File: src/rtl/cps2_dec_pkg.sv
package cps2_dec_pkg;

    // ******************************************************************
    // widths
    // ******************************************************************
    localparam int WORD_W = 16;  // data word and per-word key
    localparam int HALF_W = 8;   // feistel half
    localparam int MKEY_W = 64;  // master key
    localparam int RKEY_W = 24;  // one round key, four 6-bit box keys

    // one s-box: 64 entries of 2 bits, entry v sits at bits [2v+1:2v]
    typedef logic [127:0] SBOX_T;

    // ******************************************************************
    // substitution boxes, index is round*4 + box
    // ******************************************************************
    localparam SBOX_T [0:15] SBOX_TAB = {
        128'h4e1b_d278_9ac3_605f_b817_e42d_3c96_a05b,  // round 1
        128'h93d6_0a7e_c15b_28f4_6e09_b3a7_d452_1fc8,
        128'h2bf0_8e63_d91a_47c5_a36e_0d8b_f517_92c4,
        128'hd75a_1c8e_3b46_f029_84e3_6db1_2a9f_c570,
        128'h68c1_f34b_a92e_075d_1db8_e6a0_4c73_9f25,  // round 2
        128'hb04f_7e29_52d8_c1a6_f93b_084e_d765_3a1c,
        128'h1e97_a4c2_6b5d_f803_c72a_5e94_0bf1_86d3,
        128'hf62c_3d81_e0a5_7b94_29d6_c18f_a34e_570b,
        128'h857e_b21c_4f0a_d396_e48b_72c5_19a0_6dfe,  // round 3
        128'h3ca9_6f04_8bd2_e15b_7046_1fc9_b8e3_d2a7,
        128'hc24d_953b_07fe_6a18_d59c_a20b_e674_3f81,
        128'h7b13_e8d6_5c20_9fa4_8ad1_36e7_c05b_f492,
        128'ha6f8_21c7_d34e_0b95_5f2a_e8c3_9716_4db0,  // round 4
        128'h0d52_bc9a_61f7_e348_b69e_4d05_a2c8_17f3,
        128'he931_4a6b_f8c5_d207_3b7f_915e_06ad_c84a,
        128'h5f8e_073d_b4a9_c16e_92c0_fb38_6d17_a5e4
    };

    // half-word bits feeding each box, element k lands on box input bit k
    localparam int SBOX_SEL [16][6] = '{
        '{0, 2, 3, 5, 6, 7}, '{1, 2, 4, 5, 6, 7}, '{0, 1, 3, 4, 6, 7}, '{0, 1, 2, 3, 4, 5},
        '{1, 3, 4, 5, 6, 7}, '{0, 2, 3, 4, 5, 6}, '{0, 1, 2, 5, 6, 7}, '{0, 1, 3, 4, 5, 7},
        '{0, 1, 2, 4, 6, 7}, '{1, 2, 3, 5, 6, 7}, '{0, 2, 3, 4, 5, 7}, '{0, 1, 3, 4, 5, 6},
        '{2, 3, 4, 5, 6, 7}, '{0, 1, 2, 3, 6, 7}, '{0, 1, 4, 5, 6, 7}, '{0, 2, 3, 4, 6, 7}
    };

    // ******************************************************************
    // key schedule tables
    // ******************************************************************

    // pre-key bit i = word_key[KEY_PERM[i]], each word-key bit used 4 times
    localparam int KEY_PERM [64] = '{
         3, 12,  7,  0,  9, 14,  5, 10,  1, 15,  6, 11,  2,  8, 13,  4,
        11,  2, 15,  6, 13,  4,  8,  1, 14,  0, 10,  5, 12,  7,  3,  9,
         6,  9,  0, 13,  3, 10, 15,  2,  7, 12,  4, 14,  1, 11,  5,  8,
        14,  5, 10,  8,  1, 11,  3, 12,  0,  6, 13,  9, 15,  4,  2,  7
    };

    // round-key bit i = kext[RKEY_PICK[i]]
    // first 64 cover every extended bit once, the rest repeat some
    localparam int RKEY_PICK [96] = '{
        11, 48, 21, 58, 31,  4, 41, 14, 51, 24, 61, 34,  7, 44, 17, 54,
        27,  0, 37, 10, 47, 20, 57, 30,  3, 40, 13, 50, 23, 60, 33,  6,
        43, 16, 53, 26, 63, 36,  9, 46, 19, 56, 29,  2, 39, 12, 49, 22,
        59, 32,  5, 42, 15, 52, 25, 62, 35,  8, 45, 18, 55, 28,  1, 38,
         5, 28, 51, 10, 33, 56, 15, 38, 61, 20, 43,  2, 25, 48,  7, 30,
        53, 12, 35, 58, 17, 40, 63, 22, 45,  4, 27, 50,  9, 32, 55, 14
    };

    // {dst, src} after the pick: bit dst ^= bit src
    // no src is ever a dst so the order does not matter
    localparam int RKEY_FOLD [8][2] = '{
        '{ 5,  1}, '{10,  7},  // round 1
        '{29, 24}, '{27, 26},  // round 2
        '{52, 49}, '{47, 44},  // rounds 3 and 2
        '{70, 64}, '{94, 90}   // rounds 3 and 4
    };

    // ******************************************************************
    // word <-> halves scatter
    // ******************************************************************

    // {left, right} bit i = din[IN_PERM[i]], right half is bits 7..0
    localparam int IN_PERM [16] = '{
         9,  2, 14,  5, 11,  0,  7, 12,
         4, 15,  1, 10,  6, 13,  3,  8
    };

    // inverse of IN_PERM: dout[j] = {left, right}[OUT_PERM[j]]
    localparam int OUT_PERM [16] = '{
         5, 10,  1, 14,  8,  3, 12,  6,
        15,  0, 11,  4,  7, 13,  2,  9
    };

endpackage

File: src/rtl/cps2_fn2_keysched.sv
module cps2_fn2_keysched (
    input  logic [cps2_dec_pkg::WORD_W-1:0] word_key,
    input  logic [cps2_dec_pkg::MKEY_W-1:0] master_key,
    output logic [cps2_dec_pkg::RKEY_W-1:0] rkey1,
    output logic [cps2_dec_pkg::RKEY_W-1:0] rkey2,
    output logic [cps2_dec_pkg::RKEY_W-1:0] rkey3,
    output logic [cps2_dec_pkg::RKEY_W-1:0] rkey4
);

    logic [cps2_dec_pkg::MKEY_W-1:0]   kpre;       // word key spread over 64 bits
    logic [cps2_dec_pkg::MKEY_W-1:0]   kext;       // pre-key mixed with master key
    logic [4*cps2_dec_pkg::RKEY_W-1:0] full_keys;  // all four round keys

    // ******************************************************************
    // expansion of the word key
    // ******************************************************************
    always_comb begin
        for (int i = 0; i < cps2_dec_pkg::MKEY_W; i++) begin
            kpre[i] = word_key[cps2_dec_pkg::KEY_PERM[i]];
        end
    end

    assign kext = kpre ^ master_key;

    // ******************************************************************
    // pick and fold
    // ******************************************************************
    always_comb begin
        for (int i = 0; i < 4 * cps2_dec_pkg::RKEY_W; i++) begin
            full_keys[i] = kext[cps2_dec_pkg::RKEY_PICK[i]];
        end
        // folds only touch bits of their own round key
        for (int f = 0; f < 8; f++) begin
            full_keys[cps2_dec_pkg::RKEY_FOLD[f][0]] =
                full_keys[cps2_dec_pkg::RKEY_FOLD[f][0]] ^
                full_keys[cps2_dec_pkg::RKEY_FOLD[f][1]];
        end
    end

    // round one takes the lowest 24 bits
    assign rkey1 = full_keys[0*cps2_dec_pkg::RKEY_W +: cps2_dec_pkg::RKEY_W];
    assign rkey2 = full_keys[1*cps2_dec_pkg::RKEY_W +: cps2_dec_pkg::RKEY_W];
    assign rkey3 = full_keys[2*cps2_dec_pkg::RKEY_W +: cps2_dec_pkg::RKEY_W];
    assign rkey4 = full_keys[3*cps2_dec_pkg::RKEY_W +: cps2_dec_pkg::RKEY_W];

endmodule

File: src/rtl/cps2_fn2_round.sv
module cps2_fn2_round #(
    parameter int ROUND = 0  // 0..3, picks the four boxes of this round
) (
    input  logic [cps2_dec_pkg::HALF_W-1:0] half,
    input  logic [cps2_dec_pkg::RKEY_W-1:0] rkey,
    output logic [cps2_dec_pkg::HALF_W-1:0] fout
);

    localparam int BASE = ROUND * 4;  // first table entry of this round

    // ******************************************************************
    // four 6-in 2-out boxes
    // ******************************************************************
    for (genvar b = 0; b < 4; b++) begin : g_box
        logic [5:0] sel_bits;  // gathered half-word bits
        logic [5:0] sbox_in;   // after the key slice

        always_comb begin
            for (int k = 0; k < 6; k++) begin
                sel_bits[k] = half[cps2_dec_pkg::SBOX_SEL[BASE+b][k]];
            end
        end

        assign sbox_in = sel_bits ^ rkey[6*b +: 6];

        // box b drives output bits 2b+1..2b
        assign fout[2*b +: 2] = cps2_dec_pkg::SBOX_TAB[BASE+b][{sbox_in, 1'b0} +: 2];
    end

endmodule

File: src/rtl/cps2_fn2_feistel.sv
module cps2_fn2_feistel #(
    parameter int PIPE_MID = 1  // 1: register between rounds two and three
) (
    input  logic                            clk,
    input  logic                            arst_n,
    input  logic                            in_valid,
    input  logic [cps2_dec_pkg::WORD_W-1:0] din,
    input  logic [cps2_dec_pkg::WORD_W-1:0] word_key,
    input  logic [cps2_dec_pkg::MKEY_W-1:0] master_key,
    output logic                            out_valid,
    output logic [cps2_dec_pkg::WORD_W-1:0] dout
);

    logic [cps2_dec_pkg::RKEY_W-1:0] rkey1, rkey2, rkey3, rkey4;
    logic [cps2_dec_pkg::RKEY_W-1:0] rkey3_s, rkey4_s;  // second-half keys
    logic [cps2_dec_pkg::HALF_W-1:0] l0, r0, r1, r2, r3, r4;
    logic [cps2_dec_pkg::HALF_W-1:0] f1, f2, f3, f4;
    logic [cps2_dec_pkg::HALF_W-1:0] l2_s, r2_s;        // halves entering round three
    logic                            valid_s;
    logic [cps2_dec_pkg::WORD_W-1:0] lr_in, pre_out, dout_d;

    // ******************************************************************
    // first half: key schedule, rounds one and two
    // ******************************************************************
    always_comb begin
        for (int i = 0; i < cps2_dec_pkg::WORD_W; i++) begin
            lr_in[i] = din[cps2_dec_pkg::IN_PERM[i]];
        end
    end
    assign {l0, r0} = lr_in;

    cps2_fn2_keysched u_keys (
        .word_key  (word_key),   .master_key (master_key),
        .rkey1     (rkey1),      .rkey2      (rkey2),
        .rkey3     (rkey3),      .rkey4      (rkey4)
    );

    cps2_fn2_round #(.ROUND(0)) u_r1 (.half(r0), .rkey(rkey1), .fout(f1));
    cps2_fn2_round #(.ROUND(1)) u_r2 (.half(r1), .rkey(rkey2), .fout(f2));

    assign r1 = f1 ^ l0;
    assign r2 = f2 ^ r0;  // left of round two is r0

    if (PIPE_MID != 0) begin : g_mid
        always_ff @(posedge clk or negedge arst_n) begin
            if (!arst_n) begin
                valid_s <= 1'b0;
            end else begin
                valid_s <= in_valid;
            end
        end
        always_ff @(posedge clk) begin
            l2_s    <= r1;
            r2_s    <= r2;
            rkey3_s <= rkey3;
            rkey4_s <= rkey4;
        end
    end else begin : g_flat
        assign valid_s = in_valid;
        assign {l2_s, r2_s} = {r1, r2};
        assign {rkey3_s, rkey4_s} = {rkey3, rkey4};
    end

    // ******************************************************************
    // second half: rounds three and four, output register
    // ******************************************************************
    cps2_fn2_round #(.ROUND(2)) u_r3 (.half(r2_s), .rkey(rkey3_s), .fout(f3));
    cps2_fn2_round #(.ROUND(3)) u_r4 (.half(r3),   .rkey(rkey4_s), .fout(f4));

    assign r3 = f3 ^ l2_s;
    assign r4 = f4 ^ r2_s;
    assign pre_out = {r3, r4};  // last left half is r3

    always_comb begin
        for (int j = 0; j < cps2_dec_pkg::WORD_W; j++) begin
            dout_d[j] = pre_out[cps2_dec_pkg::OUT_PERM[j]];
        end
    end

    always_ff @(posedge clk or negedge arst_n) begin
        if (!arst_n) begin
            out_valid <= 1'b0;
        end else begin
            out_valid <= valid_s;
        end
    end

    always_ff @(posedge clk) begin
        if (valid_s) dout <= dout_d;  // hold last word between strobes
    end

    // data behind every strobe has passed the whole network
    a_dout_known : assert property (@(posedge clk) disable iff (!arst_n)
        out_valid |-> !$isunknown(dout));

endmodule

File: src/rtl/cps2_dec_top.sv
module cps2_dec_top #(
    parameter int PIPE_MID = 1  // adds one cycle of latency when set
) (
    input  logic                            clk,
    input  logic                            arst_n,
    input  logic                            in_valid,
    input  logic [cps2_dec_pkg::WORD_W-1:0] din,
    input  logic [cps2_dec_pkg::WORD_W-1:0] word_key,
    input  logic                            key_wr,
    input  logic [1:0]                      key_sel,
    input  logic [cps2_dec_pkg::WORD_W-1:0] key_data,
    output logic                            out_valid,
    output logic [cps2_dec_pkg::WORD_W-1:0] dout
);

    logic [cps2_dec_pkg::MKEY_W-1:0] master_key;
    logic                            in_valid_q;
    logic [cps2_dec_pkg::WORD_W-1:0] din_q;
    logic [cps2_dec_pkg::WORD_W-1:0] word_key_q;

    // ******************************************************************
    // master key, written one 16-bit slice at a time
    // ******************************************************************
    always_ff @(posedge clk or negedge arst_n) begin
        if (!arst_n) begin
            master_key <= '0;
        end else if (key_wr) begin
            // slice 0 is bits 15..0
            master_key[key_sel*cps2_dec_pkg::WORD_W +: cps2_dec_pkg::WORD_W] <= key_data;
        end
    end

    // ******************************************************************
    // input register
    // ******************************************************************
    always_ff @(posedge clk or negedge arst_n) begin
        if (!arst_n) begin
            in_valid_q <= 1'b0;
        end else begin
            in_valid_q <= in_valid;
        end
    end

    always_ff @(posedge clk) begin
        if (in_valid) begin
            din_q      <= din;
            word_key_q <= word_key;
        end
    end

    cps2_fn2_feistel #(
        .PIPE_MID (PIPE_MID)
    ) u_core (
        .clk        (clk),
        .arst_n     (arst_n),
        .in_valid   (in_valid_q),
        .din        (din_q),
        .word_key   (word_key_q),
        .master_key (master_key),
        .out_valid  (out_valid),
        .dout       (dout)
    );

    // words in flight: one in the input register, one in the core's mid stage
    a_key_quiet : assert property (@(posedge clk) disable iff (!arst_n)
        key_wr |-> !in_valid_q && !(PIPE_MID != 0 && $past(in_valid_q)));

    a_valid_known : assert property (@(posedge clk) disable iff (!arst_n)
        !$isunknown(out_valid));

endmodule

File: config.mk
export PLATFORM = sky130hd
export DESIGN_NAME = cps2_dec_top
export DESIGN_NICKNAME = d
export VERILOG_FILES = /design/src/rtl/cps2_dec_pkg.sv /design/src/rtl/cps2_fn2_keysched.sv /design/src/rtl/cps2_fn2_round.sv /design/src/rtl/cps2_fn2_feistel.sv /design/src/rtl/cps2_dec_top.sv
export SDC_FILE = /design/constraint.sdc
export NUM_CORES = 1
export LEC_CHECK = 0
export BUFFER_PORTS_ARGS = -buffer_cell sky130_fd_sc_hd__buf_2
export CORE_ASPECT_RATIO = 0.7
export CORE_MARGIN = 4
export CORE_UTILIZATION = 40
export DETAILED_ROUTE_END_ITERATION = 7
export SYNTH_ARGS = -nofsm -noshare
export SYNTH_HDL_FRONTEND = slang
export SYNTH_SLANG_ARGS = --single-unit
File: constraint.sdc
create_clock -name clk -period 5 [get_ports clk]
set_input_delay 0.75 -clock clk [delete_from_list [all_inputs] [get_ports clk]]
set_output_delay 0.75 -clock clk [all_outputs]
set_load 0.02 [all_outputs]
After elaboration in Yosys (flattened, before gate mapping)
Index checks and enable logic that the tools add are counted.
{ "classes": {"reduce_logical": 0, "eq_ne": 0, "n_addsub": 1, "n_mux": 1, "magnitude_cmp": 0, "mul": 0, "shift": 18, "n_div": 0, "bitwise": 29} }
{ "op_table": {"columns": ["operator", "count"], "rows": [
  ["128-bit by 8-bit variable part select with 2-bit output (first input constant)", 16],
  ["6-bit XOR", 16],
  ["64-bit bitwise mux", 1],
  ["16-bit by 34-bit variable shift with 64-bit output (first input constant)", 1],
  ["16-bit by 34-bit variable part select with 64-bit output", 1],
  ["64-bit XOR", 1],
  ["6-bit negator with 34-bit output", 1],
  ["8-bit XOR", 4],
  ["1-bit XOR", 8]
]} }
{ "totals": {"regBits": 179, "out_inout_bits": 17, "latchBits": 0, "mem_bits_ro": 0, "elab_cells": 60, "ramBits": 0, "input_bits": 54, "memories": 0} }

Depth between registers and ports, before layout
Gate-level depths: netlist (run 1).
{ "depth": {"depth_word": 8, "mapped_depth": 20, "depth_no_buf": 19} }

Cells and area by module
Synthesis (run 1) repeated with hierarchy kept, for this count alone.
{ "unflattened": {"hier_cells": 1294, "area_unflattened_um2": 13310.3} }
{ "by_module_without_submodules": {"columns": ["mod", "seq_area_each_um2", "cells_per_inst", "n_inst", "area_per_inst_um2"], "rows": [
  ["cps2_dec_top", 2587.5, 252, 1, 3933.8],
  ["cps2_fn2_feistel", 1811.7, 114, 1, 2092.0],
  ["cps2_fn2_round at u_core.u_r3", 0.0, 218, 1, 1726.7],
  ["cps2_fn2_round at u_core.u_r4", 0.0, 207, 1, 1617.8],
  ["cps2_fn2_round at u_core.u_r2", 0.0, 208, 1, 1606.5],
  ["cps2_fn2_round at u_core.u_r1", 0.0, 197, 1, 1492.7],
  ["cps2_fn2_keysched", 0.0, 98, 1, 840.8]
]} }

Least setup slack after synthesis (run 1)
OpenSTA, ideal clock, no wires.
{ "synth_path": {"kind": "reg2reg", "startpoint": "register word_key_q[11] (netlist bit)", "endpoint": "register u_core.r2_s[1] (netlist bit)", "slack_ns": 1.039, "arrival_ns": 3.837, "synth_period_minus_slack_ns": 3.961, "t_required_ns": 4.876, "path_buffers": 0, "path_stages_with_launch": 15, "setup_time_ns": 0.124, "cell_sequence": "edfxtp_1 > xor3_1 > ha_1 > nand2_1 > o2111ai_1 > a221oi_1 > a31oi_4 > xnor2_1 > inv_1 > ha_1 > mux2_2 > or2_2 > a31oi_1 > mux2i_1 > xor2_1"} }
{ "synth_via": {"elab_chain_cells": 7} }
{ "synth_lines": {"columns": ["element", "line_no", "source"], "rows": [
  ["start: declaration", "cps2_dec_top.sv:19", "logic [cps2_dec_pkg::WORD_W-1:0] word_key_q;"],
  ["start signal: assignment", "cps2_dec_top.sv:47", "word_key_q <= word_key;"],
  ["64-bit XOR", "cps2_fn2_keysched.sv:23", "assign kext = kpre ^ master_key;"],
  ["6-bit XOR", "cps2_fn2_round.sv:24", "assign sbox_in = sel_bits ^ rkey[6*b +: 6];"],
  ["128-bit by 8-bit variable part select with 2-bit output", "cps2_fn2_round.sv:27", "assign fout[2*b +: 2] = cps2_dec_pkg::SBOX_TAB[BASE+b][{sbox_in, 1'b0} +: 2];"],
  ["8-bit XOR", "cps2_fn2_feistel.sv:41", "assign r1 = f1 ^ l0;"],
  ["6-bit XOR", "cps2_fn2_round.sv:24", null],
  ["128-bit by 8-bit variable part select with 2-bit output", "cps2_fn2_round.sv:27", null],
  ["8-bit XOR", "cps2_fn2_feistel.sv:42", "assign r2 = f2 ^ r0;"],
  ["net u_core.r2 (one bit)", "cps2_fn2_feistel.sv:16", "logic [cps2_dec_pkg::HALF_W-1:0] l0, r0, r1, r2, r3, r4;"],
  ["end signal: assignment", "cps2_fn2_feistel.sv:54", "r2_s <= r2;"],
  ["end: declaration", "cps2_fn2_feistel.sv:18", "logic [cps2_dec_pkg::HALF_W-1:0] l2_s, r2_s;"]
]} }
The timed path passes the listed nets, and every way through them passes these cells.
A chain may end at the register's enable or synchronous reset.

Worst setup path after layout (run 1)
{ "layout_path": {"startpoint": "register word_key_q[10] (netlist bit)", "endpoint": "register u_core.r2_s[0] (netlist bit)"} }
{ "layout_via": {"elab_chain_cells": 7, "elab_cells_between_ends": 10, "cone_classes": "shift (3); bitwise (7)"} }
{ "layout_lines": {"columns": ["element", "line_no", "source"], "rows": [
  ["64-bit XOR", "cps2_fn2_keysched.sv:23", null],
  ["net u_core.rkey1 (one bit)", "cps2_fn2_feistel.sv:14", "logic [cps2_dec_pkg::RKEY_W-1:0] rkey1, rkey2, rkey3, rkey4;"],
  ["6-bit XOR", "cps2_fn2_round.sv:24", null],
  ["128-bit by 8-bit variable part select with 2-bit output", "cps2_fn2_round.sv:27", null],
  ["8-bit XOR", "cps2_fn2_feistel.sv:41", null],
  ["6-bit XOR", "cps2_fn2_round.sv:24", null],
  ["128-bit by 8-bit variable part select with 2-bit output", "cps2_fn2_round.sv:27", null],
  ["8-bit XOR", "cps2_fn2_feistel.sv:42", null],
  ["net u_core.r2 (one bit)", "cps2_fn2_feistel.sv:16", null]
]} }
The timed path passes the listed nets, and every way through them passes these cells.

==> impl_metrics.json, run 1 <==
{
  "crit_chain": "xor2_1 -> xor2_1 -> inv_2 -> ha_1 -> mux4_2 -> nor2_1 -> o311a_1 -> xnor2_1 -> buf_4 -> mux4_2 -> nor3_1 -> nor4_2 -> xnor2_1",
  "critPathLaunch": "word_key_q[10]$_DFFE_PP_",
  "layout.nets": 1471,
  "cts_sinks": 172,
  "syn_area_per_cell_um2": 10.67,
  "yosys_warnings": 0,
  "clkLatencyLatePin_ns": 0.45,
  "grt_pass1_vias": 9393,
  "fin_crit_ns": 4.710,
  "ys_ff_latch": 172,
  "multi_input_area_mm2": 0.008499,
  "num_io_pins": 71,
  "ff2ff_path_depth": 13,
  "gp_congestion": 0.8915,
  "instances_no_fill": 1758,
  "vias": 10006,
  "cts_tree": "built",
  "place_ws_ns": 0.4151,
  "crit_path_end": "u_core.r2_s[0]$_DFF_P_",
  "grt_pass1_wl_um": 58710,
  "synthTopCellsByCount": "xnor2_1, ha_1, xor2_1",
  "rows": 55,
  "end_kind": "register",
  "area_growth_pct": 11.82,
  "ys.flop_type": "dfrtp_1",
  "maxCapViolCount": 0,
  "crit_arrival_ns": 5.02,
  "worst_slack_ns": 0.2901,
  "synth_nets": 1399,
  "initial_utilization": 0.4084,
  "yosys-top-cells-area": "dfrtp_1, edfxtp_1, ha_1, dfxtp_1, xnor2_1",
  "clock_path_buffers": 2,
  "max_slew.worst_pin.slew_ns": 1.028,
  "antenna_found_initial": 0,
  "skew_ns": 0.01381,
  "ant_nets": 0,
  "fillers": 3021,
  "coreArea_mm2": 0.03255,
  "seq_area_frac_synth": 0.3204,
  "setup_viol": 0,
  "synth_top_area_cell": "dfrtp_1",
  "post_cts_buffers": 0,
  "grt_max_degree": 38,
  "numCtsBuffers": 17,
  "ys_types": 91,
  "worstHoldPathType": "register to register",
  "track_usage": 0.2121,
  "met3_length_um": 3544,
  "postSynth.asyncResetShare": 0.3895,
  "dp_hpwl_um": 29520,
  "path_class": "register to register",
  "postCtsResizedCells": 0,
  "routed_via_density": 5.692,
  "hold_viol_final": 0,
  "period_share": 0.9420,
  "htreeDepth": 4,
  "required_ns": 5.31,
  "drtIter0Drc": 886,
  "netlist_area_mm2": 0.01329,
  "die_w_um": 225.9,
  "wl_um": 38570,
  "setup_tns_ns": 0,
  "wl_met2_um": 15780,
  "timing.fmax_mhz": 212.3,
  "die-area_mm2": 0.03626,
  "worst_setup_path_start_kind": "register",
  "path_max_fanout": 11,
  "register_area_mm2": 0.004259,
  "routed.top_layer": "met4",
  "drive_gt1_frac": 0.1668,
  "slowest_stage": "edfxtp_1",
  "yosysMostFrequentCell": "xnor2_1",
  "rsz0062_at_grt": "false",
  "cts_hold_buf": 0,
  "outcome": "complete, no violations",
  "clk_pin_slew_ns": 0.07,
  "diodes": 0,
  "dpl.cell_count": 1726,
  "synth_top_area_frac": 0.1261,
  "slew_viol_final": 0,
  "die_h_um": 160.5,
  "first_pass_iters": 5,
  "regToRegStartpoint": "word_key_q[10]$_DFFE_PP_",
  "synth_edf_count": 48,
  "reg2reg_to": "u_core.r2_s[0]$_DFF_P_",
  "port-buffer-count": 70,
  "overflow": 0,
  "root_buffer": "clkbuf_16",
  "syn_inst": 1246,
  "slowest_delay_ns": 0.56,
  "r2r_slack_ns": 0.29,
  "wl_per_cell_um": 21.94,
  "drc_errors": 0,
  "relSlewSlack": 0.3144,
  "m1WireLength_um": 18820
}
critical path, delay by kind of cell, from the launching register on:
| kind | cells | cell delay, ns |
|---|---|---|
| AOI/OAI and AO/OA | 1 | 0.38 |
| xor gates and xnor gates | 4 | 1.48 |
| adders and majority gates | 1 | 0.28 |
| buffers and inverters | 2 | 0.46 |
| DFF | 1 | 0.56 |
| muxes | 2 | 0.98 |
| and+or+nand+nor | 3 | 0.43 |
layer usage:
metal	vias up	GRT usage
met1	4927	0.3343
li1	4660	-
met2	384	0.2902
met4	0	0.03979
met5	-	0
met3	35	0.05646
how the worst min path moves through the flow:
stage                               startpoint                       end  slack (ns)  cells after the start
after floorplan           in_valid_q$_DFF_PN0_  u_core.valid_s$_DFF_PN0_        0.33                      0
after global placement    in_valid_q$_DFF_PN0_  u_core.valid_s$_DFF_PN0_        0.33                      0
after detailed placement  in_valid_q$_DFF_PN0_  u_core.valid_s$_DFF_PN0_        0.33                      0
after CTS                 in_valid_q$_DFF_PN0_  u_core.valid_s$_DFF_PN0_        0.35                      0
after global routing      in_valid_q$_DFF_PN0_  u_core.valid_s$_DFF_PN0_        0.36                      0
final                     in_valid_q$_DFF_PN0_  u_core.valid_s$_DFF_PN0_        0.35                      0
per-stage QoR:
| step | area (um2) | hold slack (ns) | util |
|---|---|---|---|
| after floorplan | 13290 | 0.3312 | - |
| after global placement | 14230 | 0.3327 | 0.4373 |
| after detailed placement | 14230 | 0.3347 | 0.4373 |
| after CTS | 14860 | 0.3515 | 0.4564 |
| after global routing | 14870 | 0.3568 | 0.4567 |
| final | 14870 | 0.3501 | 0.4567 |
cell families (layout without fill, tap and decap cells):
| logic type | count (synthesis) | after routing | synth area share |
|---|---|---|---|
| buffers and inverters | 134 | 219 | 0.04292 |
| adder cells (fa/ha/maj) | 99 | 99 | 0.09318 |
| multiplexers | 80 | 80 | 0.08122 |
| XOR/XNOR | 252 | 252 | 0.2179 |
| flip-flops | 172 | 172 | 0.3204 |
| AND/OR/NAND/NOR | 222 | 222 | 0.08057 |
| AO/OA/AOI/OAI | 287 | 287 | 0.1639 |
state kept, by name, indices dropped and copies added, names as in the netlist:
name,flops
word_key_q,16
master_key,64
u_core.out_valid,1
in_valid_q,1
u_core.dout,16
u_core.valid_s,1
u_core.l2_s,8
u_core.r2_s,8
u_core.rkey4_s,20
din_q,16
u_core.rkey3_s,21
layout by cell type (no fill, tap or decap), drive strengths merged, types with 21 or more instances in the layout:
cell type,instances
edfxtp,48
a21oi,45
a22o,66
buf,113
xor2,97
mux4,21
inv,82
xnor3,21
ha,99
dfxtp,57
xnor2,116
nand2,63
nor2,59
dfrtp,67
mux2i,52
o21ai,38
cell type report:
class / count / share of cell area
multi-input combinational: 940 / 0.5718
tap: 427 / 0.03594
clock buffer: 18 / 0.03030
timing repair buffer: 113 / 0.04528
clock inverter: 14 / 0.01153
sequential: 172 / 0.2865
inverter: 74 / 0.01869
Power of run 1 is not shown: default switching activity piles up to over one toggle a cycle in this logic, so the estimate is an artifact.
==> inputs of run 2 (changes only) <==
CORE_UTILIZATION = 50   (was 40)
PLACE_DENSITY = 0.67   (was unset)
==> run 2 against run 1 <==
Compared with the run above:
- first-iteration DRC count grew 19%
- worst hold slack better by 0.0055 ns
- register-to-register slack better by 0.16 ns
- cell count fell by 4.1%
- critical path depth grew 1
- wire length shrank 4.9%
- die area decreased by 19%
- sequential share of layout area rose by 0.28 points
- clock skew decreased by 0.0035 ns
- via count decreased by 0.15%
==> impl_metrics.json, run 2 (synthesized netlist as in run 1, its figures left out) <==
{
  "outcome": "complete, no violations",
  "top_regs": "master_key x64, u_core.rkey3_s x21, u_core.rkey4_s x20",
  "place_ws_ns": 0.3767,
  "worst_slack_ns": 0.4534,
  "slew_viol_final": 0,
  "slowest_stage": "xor3_1",
  "cp_top_family": "XOR/XNOR gates",
  "hold_viol_final": 0,
  "fin_crit_ns": 4.547,
  "vias": 9991,
  "setup_viol": 0,
  "first_pass_iters": 5,
  "die-area_mm2": 0.02930,
  "regToRegStartpoint": "word_key_q[13]$_DFFE_PP_",
  "maxCapViolCount": 0,
  "routed_via_density": 5.926,
  "cp_num_buf_inv": 1,
  "drtIter0Drc": 1052,
  "skew_ns": 0.01029,
  "drive_gt1_frac": 0.1648,
  "r2r_slack_ns": 0.45,
  "rows": 49,
  "use_met1": 0.3709,
  "ant_nets": 0,
  "gp_congestion": 0.9550,
  "wl_per_cell_um": 21.75,
  "cts_sinks": 172,
  "clock_path_buffers": 2,
  "slowest_delay_ns": 0.67,
  "max_slew.worst_pin.slew_ns": 1.153,
  "use_met2": 0.3640,
  "grt_pass1_wl_um": 56150,
  "reg2reg_to": "u_core.r2_s[1]$_DFF_P_",
  "post_cts_buffers": 0,
  "timing.fmax_mhz": 219.9,
  "num_io_pins": 71,
  "rsz0062_at_grt": "false",
  "die_h_um": 144.4,
  "overflow": 0,
  "path_class": "register to register",
  "worst_setup_path_start_kind": "register",
  "worstHoldPathType": "primary input to async pin",
  "root_buffer": "clkbuf_16",
  "layout.nets": 1469,
  "grt_pass1_vias": 9484,
  "period_share": 0.9093,
  "grt_max_degree": 41,
  "required_ns": 5.34,
  "coreArea_mm2": 0.02593,
  "max_flop_register": "master_key",
  "crit_chain": "xor3_1 -> ha_1 -> nand2_1 -> nand2_1 -> a221oi_1 -> o32ai_4 -> xnor2_2 -> inv_1 -> ha_1 -> mux4_2 -> nor2_1 -> a31oi_1 -> mux2i_1 -> xor2_1",
  "cts_tree": "built",
  "most-common-layout-cells": "xnor2_1, ha_1, xor2_1",
  "busiest_layer": "met1",
  "diodes": 0,
  "path_max_fanout": 8,
  "grt_util_met3": 0.07308,
  "crit_arrival_ns": 4.88,
  "htreeDepth": 4,
  "numCtsBuffers": 17,
  "area_growth_pct": 10.76,
  "wl_um": 36660,
  "setup_tns_ns": 0,
  "clkLatencyLatePin_ns": 0.43,
  "dp_hpwl_um": 27830,
  "ff2ff_path_depth": 14,
  "largest_reg_flops": 64,
  "end_kind": "register",
  "track_usage": 0.2508,
  "mostFrequentLayoutCell": "xnor2_1",
  "port-buffer-count": 70,
  "clk_pin_slew_ns": 0.07,
  "initial_utilization": 0.5126,
  "die_w_um": 202.9,
  "antenna_found_initial": 0,
  "drc_errors": 0,
  "relSlewSlack": 0.2256
}
[run 2: how the worst max path moves through the flow]
stage                                        start                        end  slack (ns)  cells past startpoint
after detailed placement    u_core.r2_s[1]$_DFF_P_  u_core.dout[14]$_DFFE_PP_        0.38                     15
after floorplan           word_key_q[11]$_DFFE_PP_     u_core.r2_s[1]$_DFF_P_        1.04                     14
after CTS                  word_key_q[4]$_DFFE_PP_     u_core.r2_s[6]$_DFF_P_        0.37                     14
after global placement    word_key_q[10]$_DFFE_PP_     u_core.r2_s[0]$_DFF_P_        0.34                     13
after global routing        u_core.r2_s[2]$_DFF_P_   u_core.dout[2]$_DFFE_PP_        0.16                     14
final                     word_key_q[13]$_DFFE_PP_     u_core.r2_s[1]$_DFF_P_        0.45                     14
[run 2: repair_timing]
action                     in CTS  in global routing
setup endpoints to repair       0                  3
resized for setup               0                  3
hold buffers                    0                  0
[run 2: layout make-up]
| cell class | count | area [um2] |
|---|---|---|
| tap | 357 | 446.7 |
| inverter | 74 | 277.8 |
| clock buffer | 22 | 474.2 |
| timing repair buffer | 111 | 658.1 |
| fill | 2193 | 11210 |
| multi-input combinational | 940 | 8506 |
| sequential | 172 | 4259 |
| clock inverter | 10 | 102.6 |
[run 2: per-layer routing]
layer  part of all wire  wire (um)
met5                  0          0
met4              0.019        707
met3              0.093       3407
met2               0.42      15230
met1               0.47      17320
[run 2: per-stage QoR]
stage                 util  hold slack, ns  area (um2)  cells
finish              0.5678          0.3557       14720   1686
CTS                 0.5671          0.3541       14710   1686
global placement    0.5449          0.3352       14130   1654
global route        0.5678          0.3539       14720   1686
floorplan                -          0.3312       13290   1246
detailed placement  0.5449          0.3397       14130   1654
Power of run 2 is left out for the same reason.
